File: config.mk
export PLATFORM = sky130hd
export DESIGN_NAME = pixel_lookup
export DESIGN_NICKNAME = d
export VERILOG_FILES = /design/src/common/clut_pkg.sv /design/src/hdl/pixel_lookup.sv
export SDC_FILE = /design/constraint.sdc
export NUM_CORES = 1
export LEC_CHECK = 0
export ABC_AREA = 1
export BUFFER_PORTS_ARGS = -buffer_cell sky130_fd_sc_hd__buf_2
export CORE_MARGIN = 4
export CORE_UTILIZATION = 39
export DETAILED_ROUTE_END_ITERATION = 7
export PLACE_DENSITY = 0.79
export SYNTH_ARGS = -nofsm -noshare
export SYNTH_HDL_FRONTEND = slang
export SYNTH_SLANG_ARGS = --single-unit
File: constraint.sdc
create_clock -name sys_clk -period 1.2 [get_ports sys_clk]
set_clock_uncertainty 0.05 [all_clocks]
set_input_delay 0.18 -clock sys_clk [delete_from_list [all_inputs] [get_ports sys_clk]]
set_output_delay 0.18 -clock sys_clk [all_outputs]
set_load 0.01 [all_outputs]
File: src/common/clut_pkg.sv
// clut package: palette geometry and the bus, RAM-port and pixel request bundles.
`default_nettype none

package clut_pkg;

	// table geometry.
	localparam int clut_depth = 512; // palette entries.
	localparam int clut_aw    = 9;   // address bits.
	localparam int clut_dw    = 16;  // colour word bits.

	// big-endian numbering, as on the RAM pins.
	// bit 0 is the most significant bit.
	typedef logic [0:clut_aw-1] clut_addr_t;
	typedef logic [0:clut_dw-1] clut_word_t;

	// wishbone classic, master to slave.
	// the master holds every field until it sees ack.
	typedef struct packed {
		logic       cyc;
		logic       stb;
		logic       we;  // high for a write.
		clut_addr_t adr;
		clut_word_t dat; // write data.
	} wb_req_t;

	// wishbone classic, slave to master.
	typedef struct packed {
		logic       ack; // one cycle per transfer.
		clut_word_t dat; // read data, valid with ack.
	} wb_rsp_t;

	// pixel-side read request to the shared RAM port.
	// a valid request takes the port in the same cycle.
	typedef struct packed {
		logic       valid;
		clut_addr_t index;
	} pix_req_t;

endpackage

`default_nettype wire

File: src/hdl/pixel_lookup.sv
// pixel lookup: three-stage pipeline turning pixel indices into palette colours.
`timescale 1ns/1ns
`default_nettype none

module pixel_lookup
	import clut_pkg::*;
(
	input  wire logic        sys_clk,
	input  wire logic        arst_n,
	input  wire logic        pix_valid,
	input  wire clut_addr_t  pix_index,
	output pix_req_t         pix_req,
	input  wire clut_word_t  z_out,
	output logic             color_valid,
	output clut_word_t       color
);

	// stage one holds the index presented to the RAM.
	logic       s1_valid;
	clut_addr_t s1_index;

	// stage two follows the RAM's own read register.
	logic       s2_valid;

	// stage one.
	always_ff @(posedge sys_clk or negedge arst_n) begin
		if (!arst_n) begin
			s1_valid <= 1'b0;
		end else begin
			s1_valid <= pix_valid;
		end
	end

	always_ff @(posedge sys_clk) begin
		if (pix_valid) begin
			s1_index <= pix_index;
		end
	end

	// request straight from the stage-one register.
	// the bus port gives it the RAM in this cycle.
	always_comb begin
		pix_req.valid = s1_valid;
		pix_req.index = s1_index;
	end

	// stage two.
	// z_out carries the entry while s2_valid is high.
	always_ff @(posedge sys_clk or negedge arst_n) begin
		if (!arst_n) begin
			s2_valid <= 1'b0;
		end else begin
			s2_valid <= s1_valid;
		end
	end

	// stage three.
	always_ff @(posedge sys_clk or negedge arst_n) begin
		if (!arst_n) begin
			color_valid <= 1'b0;
		end else begin
			color_valid <= s2_valid; // three cycles after pix_valid.
		end
	end

	always_ff @(posedge sys_clk) begin
		if (s2_valid) begin
			color <= z_out;
		end
	end

endmodule

`default_nettype wire

==> flow_summary.json <==
{
  "synth_edf_count": 25,
  "overflow": 0,
  "multi_input_comb_cells": 0,
  "dieArea_mm2": 0.00294,
  "worst_setup_path_end_kind": "primary output",
  "cts_tree": "yes",
  "num-nets-final": 142,
  "placed_area_mm2": 0.00114,
  "antenna_found_initial": 0,
  "slew_viol_final": 0,
  "io_buffers": 54,
  "crit_path_max_fanout": 1,
  "p_per_area_mw_per_mm2": 1240,
  "grt_max_degree": 17,
  "syn-cell-area_um2": 833,
  "rsz0062_at_grt": "no",
  "worstHoldPathType": "in -> reg",
  "wl_per_cell_um": 11.9,
  "fin_crit_sh": 0.901,
  "cts_sinks": 28,
  "p_leak_nw": 0.626,
  "synth_top_cell_by_area": "edfxtp_1",
  "ant_nets": 0,
  "crit_required_ns": 0.97,
  "setup_viol_count_final": 0,
  "min_period_ns": 1.08,
  "synth.avg_cell_area_um2": 28.7,
  "gp_congestion": 0.697,
  "setup-tns-final_ns": 0,
  "die_width_um": 54.2,
  "cp-start-kind": "flip-flop",
  "cp.arrival_ns": 0.85,
  "rows": 16,
  "synth_top_flop_cell": "edfxtp_1",
  "multi_input_area_um2": 0,
  "hold_buffers": 26,
  "synth_area_leaders": "edfxtp_1 90%, dfrtp_1 9.0%, buf_4 0.90%",
  "max-vdd-ir-drop_mv": 0.930,
  "num_antenna_cells": 0,
  "hold_violations": 0,
  "cts_made_buffers": 3,
  "cp_slowest_stage_delay_ns": 0.39,
  "cp_num_buf_inv": 1,
  "synth.top_cells.by_count": "25 x edfxtp_1, 3 x dfrtp_1, 1 x buf_4",
  "critical_path_class": "reg -> out",
  "via_per_inst": 4.14,
  "first_iter_violations": 0,
  "syn_to_final_growth_pct": 72.1,
  "synth.net_count": 57,
  "cts_root_buffer": "clkbuf_4",
  "cp_cell_sequence": "buf_2",
  "outcome": "finished clean",
  "core-area_mm2": 0.00200,
  "synth_seq_cells": 28,
  "start_util": 0.416,
  "drv_cap": 0,
  "cts_buffer_depth": 2,
  "design_area_mm2": 0.00143,
  "first_pass_iters": 1,
  "grt_pass1_wl_um": 2460,
  "yosysSeqAreaShare": 0.991,
  "cts.clk_slew.worst_paths_ns": 0.13,
  "netlist_instances": 29,
  "post_cts_buffers": 0,
  "clkLatencyLatePin_ns": 0.30,
  "htree_levels": 1,
  "grt_use_total": 0.126,
  "vias": 580,
  "fp.dieH_um": 54.2,
  "first_global_vias": 579,
  "totalWireLength_um": 1670,
  "final_util": 0.716,
  "synthArstFlopShare": 0.107,
  "fill_cells": 133,
  "worst_pin_slew_ns": 0.199,
  "yosysTopAreaCellShare": 0.901,
  "drive_above_1_share": 0.522,
  "max_freq_ghz": 0.924,
  "synthDistinctLibCells": 3,
  "postCtsResizedCells": 0,
  "crit_family": "flip-flops",
  "yosysMostFrequentCell": "edfxtp_1",
  "crit_path_top_delay_cell": "edfxtp_1",
  "slew_headroom": 0.867,
  "drcViolationCount": 0,
  "pin_count": 55,
  "ys_warn_count": 0
}
[path summary, 6_finish.rpt]
kind                       cells past startpoint  slack (ns)         end         from
setup / recovery                               1        0.12  pix_req[4]  s1_index[4]
hold / removal                                 1        0.04    s1_valid    pix_valid
setup reg to reg                               1        0.28   color[13]     s2_valid
hold reg to reg                                0        0.34    s2_valid     s1_valid
max in group asynchronous                      2        0.87    s2_valid       arst_n
min in group asynchronous                      2        0.13    s1_valid       arst_n
[metrics by stage]
step	cells	total power (W)	setup slack, ns	hold WS, ns
global placement	110	0.00131	0.298	-0.0716
finish	140	0.00177	0.118	0.0442
CTS	140	0.00180	0.0795	0.0288
detailed placement	110	0.00131	0.281	-0.0712
floorplan	29	0.00121	0.154	-0.166
global route	140	0.00186	0.0527	0.0274
[layer usage]
metal  vias up  part of all wire  global-route usage
li1        280                 -                   -
met4         0             0.019              0.0871
met1       256              0.30               0.107
met3         4              0.15              0.0572
met2        40              0.53               0.227
met5         -                 0                   0
[power by group]
| group | switching (W) | internal, W | total [W] | leakage, nW |
|---|---|---|---|---|
| Sequential | 0.0000130 | 0.00113 | 0.00114 | 0.280 |
| Combinational | 0.0000880 | 0.000124 | 0.000212 | 0.326 |
| Clock | 0.000237 | 0.000185 | 0.000422 | 0.0210 |
[cell families after synthesis]
logic type             after synthesis  synth area share
buffers and inverters                1           0.00901
flip-flops                          28             0.991
[sequential cells by signal (all words and copies together), names as in the netlist]
signal	cells
color_valid	1
color	16
s1_index	9
s2_valid	1
s1_valid	1
[cells in the final DEF (no fill, tap or decap)]
cell type,n
clkbuf_8,1
dfrtp_1,3
buf_2,54
dlygate4sd3_1,26
buf_4,1
edfxtp_1,25
clkbuf_4,3
[final cells by class]
type                  count  area [um^2]  share of cell area
clock buffer              4         36.3              0.0253
sequential               28          826               0.576
tap                      27         33.8              0.0236
timing repair buffer     81          538               0.375
Power figures use the tool's default switching activity.
