==> config.mk <==
export PLATFORM = sky130hd
export DESIGN_NAME = clut_bus_port
export DESIGN_NICKNAME = d
export VERILOG_FILES = /design/src/common/clut_pkg.sv /design/src/hdl/clut_bus_port.sv
export SDC_FILE = /design/constraint.sdc
export NUM_CORES = 1
export LEC_CHECK = 0
export BUFFER_PORTS_ARGS = -buffer_cell sky130_fd_sc_hd__buf_2
export CAP_MARGIN = 10
export CORE_MARGIN = 2
export CORE_UTILIZATION = 27
export DETAILED_ROUTE_END_ITERATION = 10
export PLACE_DENSITY = 0.79
export SKIP_LAST_GASP = 1
export SYNTH_ARGS = -nofsm -noshare
export SYNTH_HDL_FRONTEND = slang
export SYNTH_SLANG_ARGS = --single-unit
==> constraint.sdc <==
create_clock -name sys_clk -period 1.8 [get_ports sys_clk]
set_input_delay 0.09 -clock sys_clk [delete_from_list [all_inputs] [get_ports sys_clk]]
set_output_delay 0.09 -clock sys_clk [all_outputs]
set_load 0.02 [all_outputs]
==> src/common/clut_pkg.sv <==
// clut package: palette geometry and the bus, RAM-port and pixel request bundles.
`default_nettype none

package clut_pkg;

	// table geometry.
	localparam int clut_depth = 512; // palette entries.
	localparam int clut_aw    = 9;   // address bits.
	localparam int clut_dw    = 16;  // colour word bits.

	// big-endian numbering, as on the RAM pins.
	// bit 0 is the most significant bit.
	typedef logic [0:clut_aw-1] clut_addr_t;
	typedef logic [0:clut_dw-1] clut_word_t;

	// wishbone classic, master to slave.
	// the master holds every field until it sees ack.
	typedef struct packed {
		logic       cyc;
		logic       stb;
		logic       we;  // high for a write.
		clut_addr_t adr;
		clut_word_t dat; // write data.
	} wb_req_t;

	// wishbone classic, slave to master.
	typedef struct packed {
		logic       ack; // one cycle per transfer.
		clut_word_t dat; // read data, valid with ack.
	} wb_rsp_t;

	// pixel-side read request to the shared RAM port.
	// a valid request takes the port in the same cycle.
	typedef struct packed {
		logic       valid;
		clut_addr_t index;
	} pix_req_t;

endpackage

`default_nettype wire

==> src/hdl/clut_bus_port.sv <==
// clut bus port: wishbone classic slave sharing the RAM port with pixel reads.
`timescale 1ns/1ns
`default_nettype none

module clut_bus_port
	import clut_pkg::*;
(
	input  wire logic        sys_clk,
	input  wire logic        arst_n,
	input  wire wb_req_t     wb_req,
	output wb_rsp_t          wb_rsp,
	input  wire pix_req_t    pix_req,
	input  wire clut_word_t  z_out,
	input  wire clut_word_t  z_oe,
	output logic             cen,
	output logic             rw,
	output clut_addr_t       a,
	output clut_word_t       z_in
);

	typedef enum logic [1:0] {
		st_idle,
		st_wr_ack,
		st_rd_wait,
		st_rd_ack
	} state_t;

	state_t     state;
	logic       cpu_pending;
	logic       grant;
	logic       rd_ready;
	clut_word_t rd_data;

	// a transfer is open while cyc and stb are both high.
	assign cpu_pending = wb_req.cyc && wb_req.stb;

	// cpu gets the port only when idle and no pixel read is asking.
	// pixel reads always win.
	assign grant = (state == st_idle) && cpu_pending && !pix_req.valid;

	// read data is on z_out once z_oe shows the read completed.
	assign rd_ready = (state == st_rd_wait) && (|z_oe);

	// shared RAM port mux.
	always_comb begin
		if (pix_req.valid) begin
			cen = 1'b0;
			rw  = 1'b1; // pixel side only reads.
			a   = pix_req.index;
		end else begin
			cen = !grant;
			rw  = !wb_req.we;
			a   = wb_req.adr;
		end
		z_in = wb_req.dat; // only sampled on a cpu write.
	end

	// transfer sequencing.
	// write: grant, ack.
	// read: grant, wait for data, ack.
	always_ff @(posedge sys_clk or negedge arst_n) begin
		if (!arst_n) begin
			state <= st_idle;
		end else begin
			case (state)
				st_idle: begin
					if (grant) begin
						state <= wb_req.we ? st_wr_ack : st_rd_wait;
					end
				end
				st_wr_ack: begin
					state <= st_idle; // master may start again next cycle.
				end
				st_rd_wait: begin
					if (rd_ready) begin
						state <= st_rd_ack;
					end
				end
				st_rd_ack: begin
					state <= st_idle;
				end
				default: begin
					state <= st_idle;
				end
			endcase
		end
	end

	// hold the read word for the ack cycle.
	always_ff @(posedge sys_clk) begin
		if (rd_ready) begin
			rd_data <= z_out;
		end
	end

	// response to the master.
	always_comb begin
		wb_rsp.ack = (state == st_wr_ack) || (state == st_rd_ack);
		wb_rsp.dat = rd_data;
	end

endmodule

`default_nettype wire

==> qor.csv <==
stage,metric,value,unit
layout,Nets,220,
cts,CTS tree,built,
power_and_ir_drop,Clk network pwr share,13.9,%
grt,Congestion Overflow GR,0,
grt,number of global-route vias before repair,766,
power_and_ir_drop,Flop pwr share,48.2,%
cts,htree depth,1,
floorplan,Die ar.,3586,sq um
timing,Tmin final,1.257,ns
power_and_ir_drop,peak supply drop,269.6,uV
floorplan,num ports,116,
power_and_ir_drop,cell leakage power,0.6552,nW
grt,first-pass GRT wire length,3063,microns
cts,total CTS buffers,3,
synthesis,Main synth FF type,edfxtp_1,
critical_path,R2R Setup Slk,0.54,ns
timing,Setup TNS,0,ns
synthesis,syn nets,132,
job,number of max-cap violations,0,
timing,clk_skew,0.005398,ns
synthesis,Mapped Area,843.3,sq um
power_and_ir_drop,Switching Power,455.9,uW
drt,final wirelength,2176,microns
critical_path,worst path required time,1.77,ns
synthesis,library cells used by synthesis,15,
critical_path,Reg2Reg Launch Point,state[0],
synthesis,Synth area leaders,"edfxtp_1 (57%), buf_4 (14%), mux2_2 (12%)",
synthesis,Yosys reg bits,18,
power_and_ir_drop,power share of the combinational group,37.8,%
drt,first-pass iteration count of the detailed router,3,
timing,Slew @ Worst Pin,0.2983,ns
power_and_ir_drop,Sw Share,33.66,%
critical_path,Crit Path Max Fanout,17,
grt,GRT Total Usage,11.44,%
synthesis,Ys Warns,0,
synthesis,Cells after Synth,60,
timing,# setup viols final,0,
power_and_ir_drop,power per cell area,979.6,nW/um^2
timing,final hold violations,0,
critical_path,Worst setup SP type,flop,
floorplan,Initial Util,28.08,%
timing,f_max,795.4,MHz
grt,number of antenna violations at the first check in global routing,0,
cts,clk slew on worst S/H paths,0.08,ns
cts,Clock Latency Late Sink,0.27,ns
worst_hold_path,worst hold-check path type,in2reg,
cts,clk sink count,18,
critical_path,crit path DAT,1.23,ns
placement,final RePlAce weighted congestion,0.6591,
layout,FILL cells,275,
drt,vias per cell,4.389,
floorplan,width of the die,59.89,microns
synthesis,sequential area share after synthesis,62.91,%
floorplan,DIE HEIGHT,59.89,microns
placement,Worst Setup Slack post-DPL,0.5458,ns
layout,layout cells sized above 1,65.99,%
outcome,status,"finished, final reports clean",
floorplan,Placeable Area,3003,sq um
cts,Root Buffer,clkbuf_4,
critical_path,Critical Path Start,state[0],
critical_path,reg2reg end,rd_data[5],
layout,P&R area growth vs syn,63.95,%
timing,Worst slew margin,79.93,%
synthesis,Async SR Flop Fraction,11.11,%
critical_path,Critical Path Sink Type,flop,
drt,Vias,790,
grt,largest net degree at the start of global routing,18,
timing,PnR worst setup slack,0.5428,ns
layout,diode count,0,
floorplan,Rows,20,
synthesis,share of the synthesized area in the top cell type,56.97,%
drt,"antenna viol nets, final",0,
cts,Post-CTS Setup Inserts,0,
power_and_ir_drop,internal power,898.4,uW
placement,DPL Wire Length,1520,microns
drt,drt drc,0,
drt,Routed wire per std cell,12.09,microns
critical_path,worst reg-to-reg path cell count,3,
timing,Final Cycle Share,69.85,%
placement,Port Buffers,83,
timing,Final Slew Violations,0,
synthesis,Avg Inst Size Synth,14.06,sq um
timing,RSZ-0062 raised after global routing,no,
synthesis,number of synthesized flops with an enable pin,16,
critical_path,crit path to,rd_data[5],
critical_path,Setup Crit Path Kind,reg2reg,
synthesis,Commonest cells post-synth,"buf_4 (16), edfxtp_1 (16), mux2_2 (9)",
synthesis,Synth area leader,edfxtp_1,
drt,Iter 0 DRT Violations,22,
worst_hold_path,Hold Path Origin,wb_req[25],
cts,CTS Buffer Depth,2,
-- placed cells by master, fill, tap and decap left out --
cell type,count
inv_1,1
dlygate4sd3_1,17
nor2_1,3
clkbuf_4,3
a31oi_1,1
nand2_1,2
buf_4,1
clkbuf_1,1
a41oi_2,1
edfxtp_1,16
dfrtp_1,2
mux2_2,9
nor4_1,4
buf_2,83
nand2b_1,1
a31o_1,1
nor3_1,1
-- power groups by stage --
stage	Sequential [mW]	Clock, mW	Combinational (mW)
after floorplan	0.782	0	0.217
after global placement	0.652	0	0.482
after detailed placement	0.657	0	0.485
after CTS	0.648	0.196	0.516
after global routing	0.665	0.217	0.557
final	0.653	0.189	0.512
-- area by class of cell --
cell class | count | area, sq um | area share (%)
clock buffer | 4 | 26.28 | 1.900
inverter | 1 | 3.754 | 0.2715
multi-input combinational | 23 | 187.7 | 13.57
sequential | 18 | 530.5 | 38.37
tap | 33 | 41.29 | 2.986
timing repair buffer | 101 | 593.1 | 42.90
-- metrics by stage --
step / power, mW / util (%) / area, sq um / hold slack [ns] / cells
global route: 1.438 / 46.04 / 1383 / 0.07540 / 180
finish: 1.354 / 46.04 / 1383 / 0.08191 / 180
detailed placement: 1.142 / 39.50 / 1186 / -0.1223 / 159
CTS: 1.361 / 46.04 / 1383 / 0.07798 / 180
floorplan: 0.9987 / - / 850.8 / -0.2056 / 60
global placement: 1.134 / 39.50 / 1186 / -0.1232 / 159
-- state kept, by name (all words and copies together), names as in the netlist --
| register | flops |
|---|---|
| rd_data | 16 |
| state | 2 |
-- layer usage --
metal	vias up	routed length [microns]	global-route usage, %
li1	378	-	-
met1	343	810	10.99
met2	61	1039	21.58
met3	8	295	3.247
met4	0	30	6.032
met5	-	0	0
-- logic make-up after synthesis --
logic type / after synthesis / share of synthesized area [%]
flops: 18 / 62.91
mux: 9 / 12.02
buf+inv: 19 / 15.73
compound gates: 3 / 2.820
simple gates: 11 / 6.528
-- worst min path at each step --
| stage | to | slack [ns] | cells past startpoint |
|---|---|---|---|
| floorplan | state[0] | -0.21 | 0 |
| global placement | state[0] | -0.12 | 1 |
| detailed placement | state[1] | -0.12 | 1 |
| CTS | state[0] | 0.08 | 2 |
| global route | state[0] | 0.08 | 2 |
| finish | state[0] | 0.08 | 2 |
-- timing repair --
item / in CTS / in global routing
endpoints found under the hold margin: 18 / 0
gates resized for setup: 0 / 0
hold buffers: 17 / 0
-- worst max-delay path, stage by stage, from the launching register on --
cell      delay [ns]
dfrtp_1         0.40
nand2b_1        0.16
a41oi_2         0.14
buf_4           0.26
(Power assumes the default switching activity.)
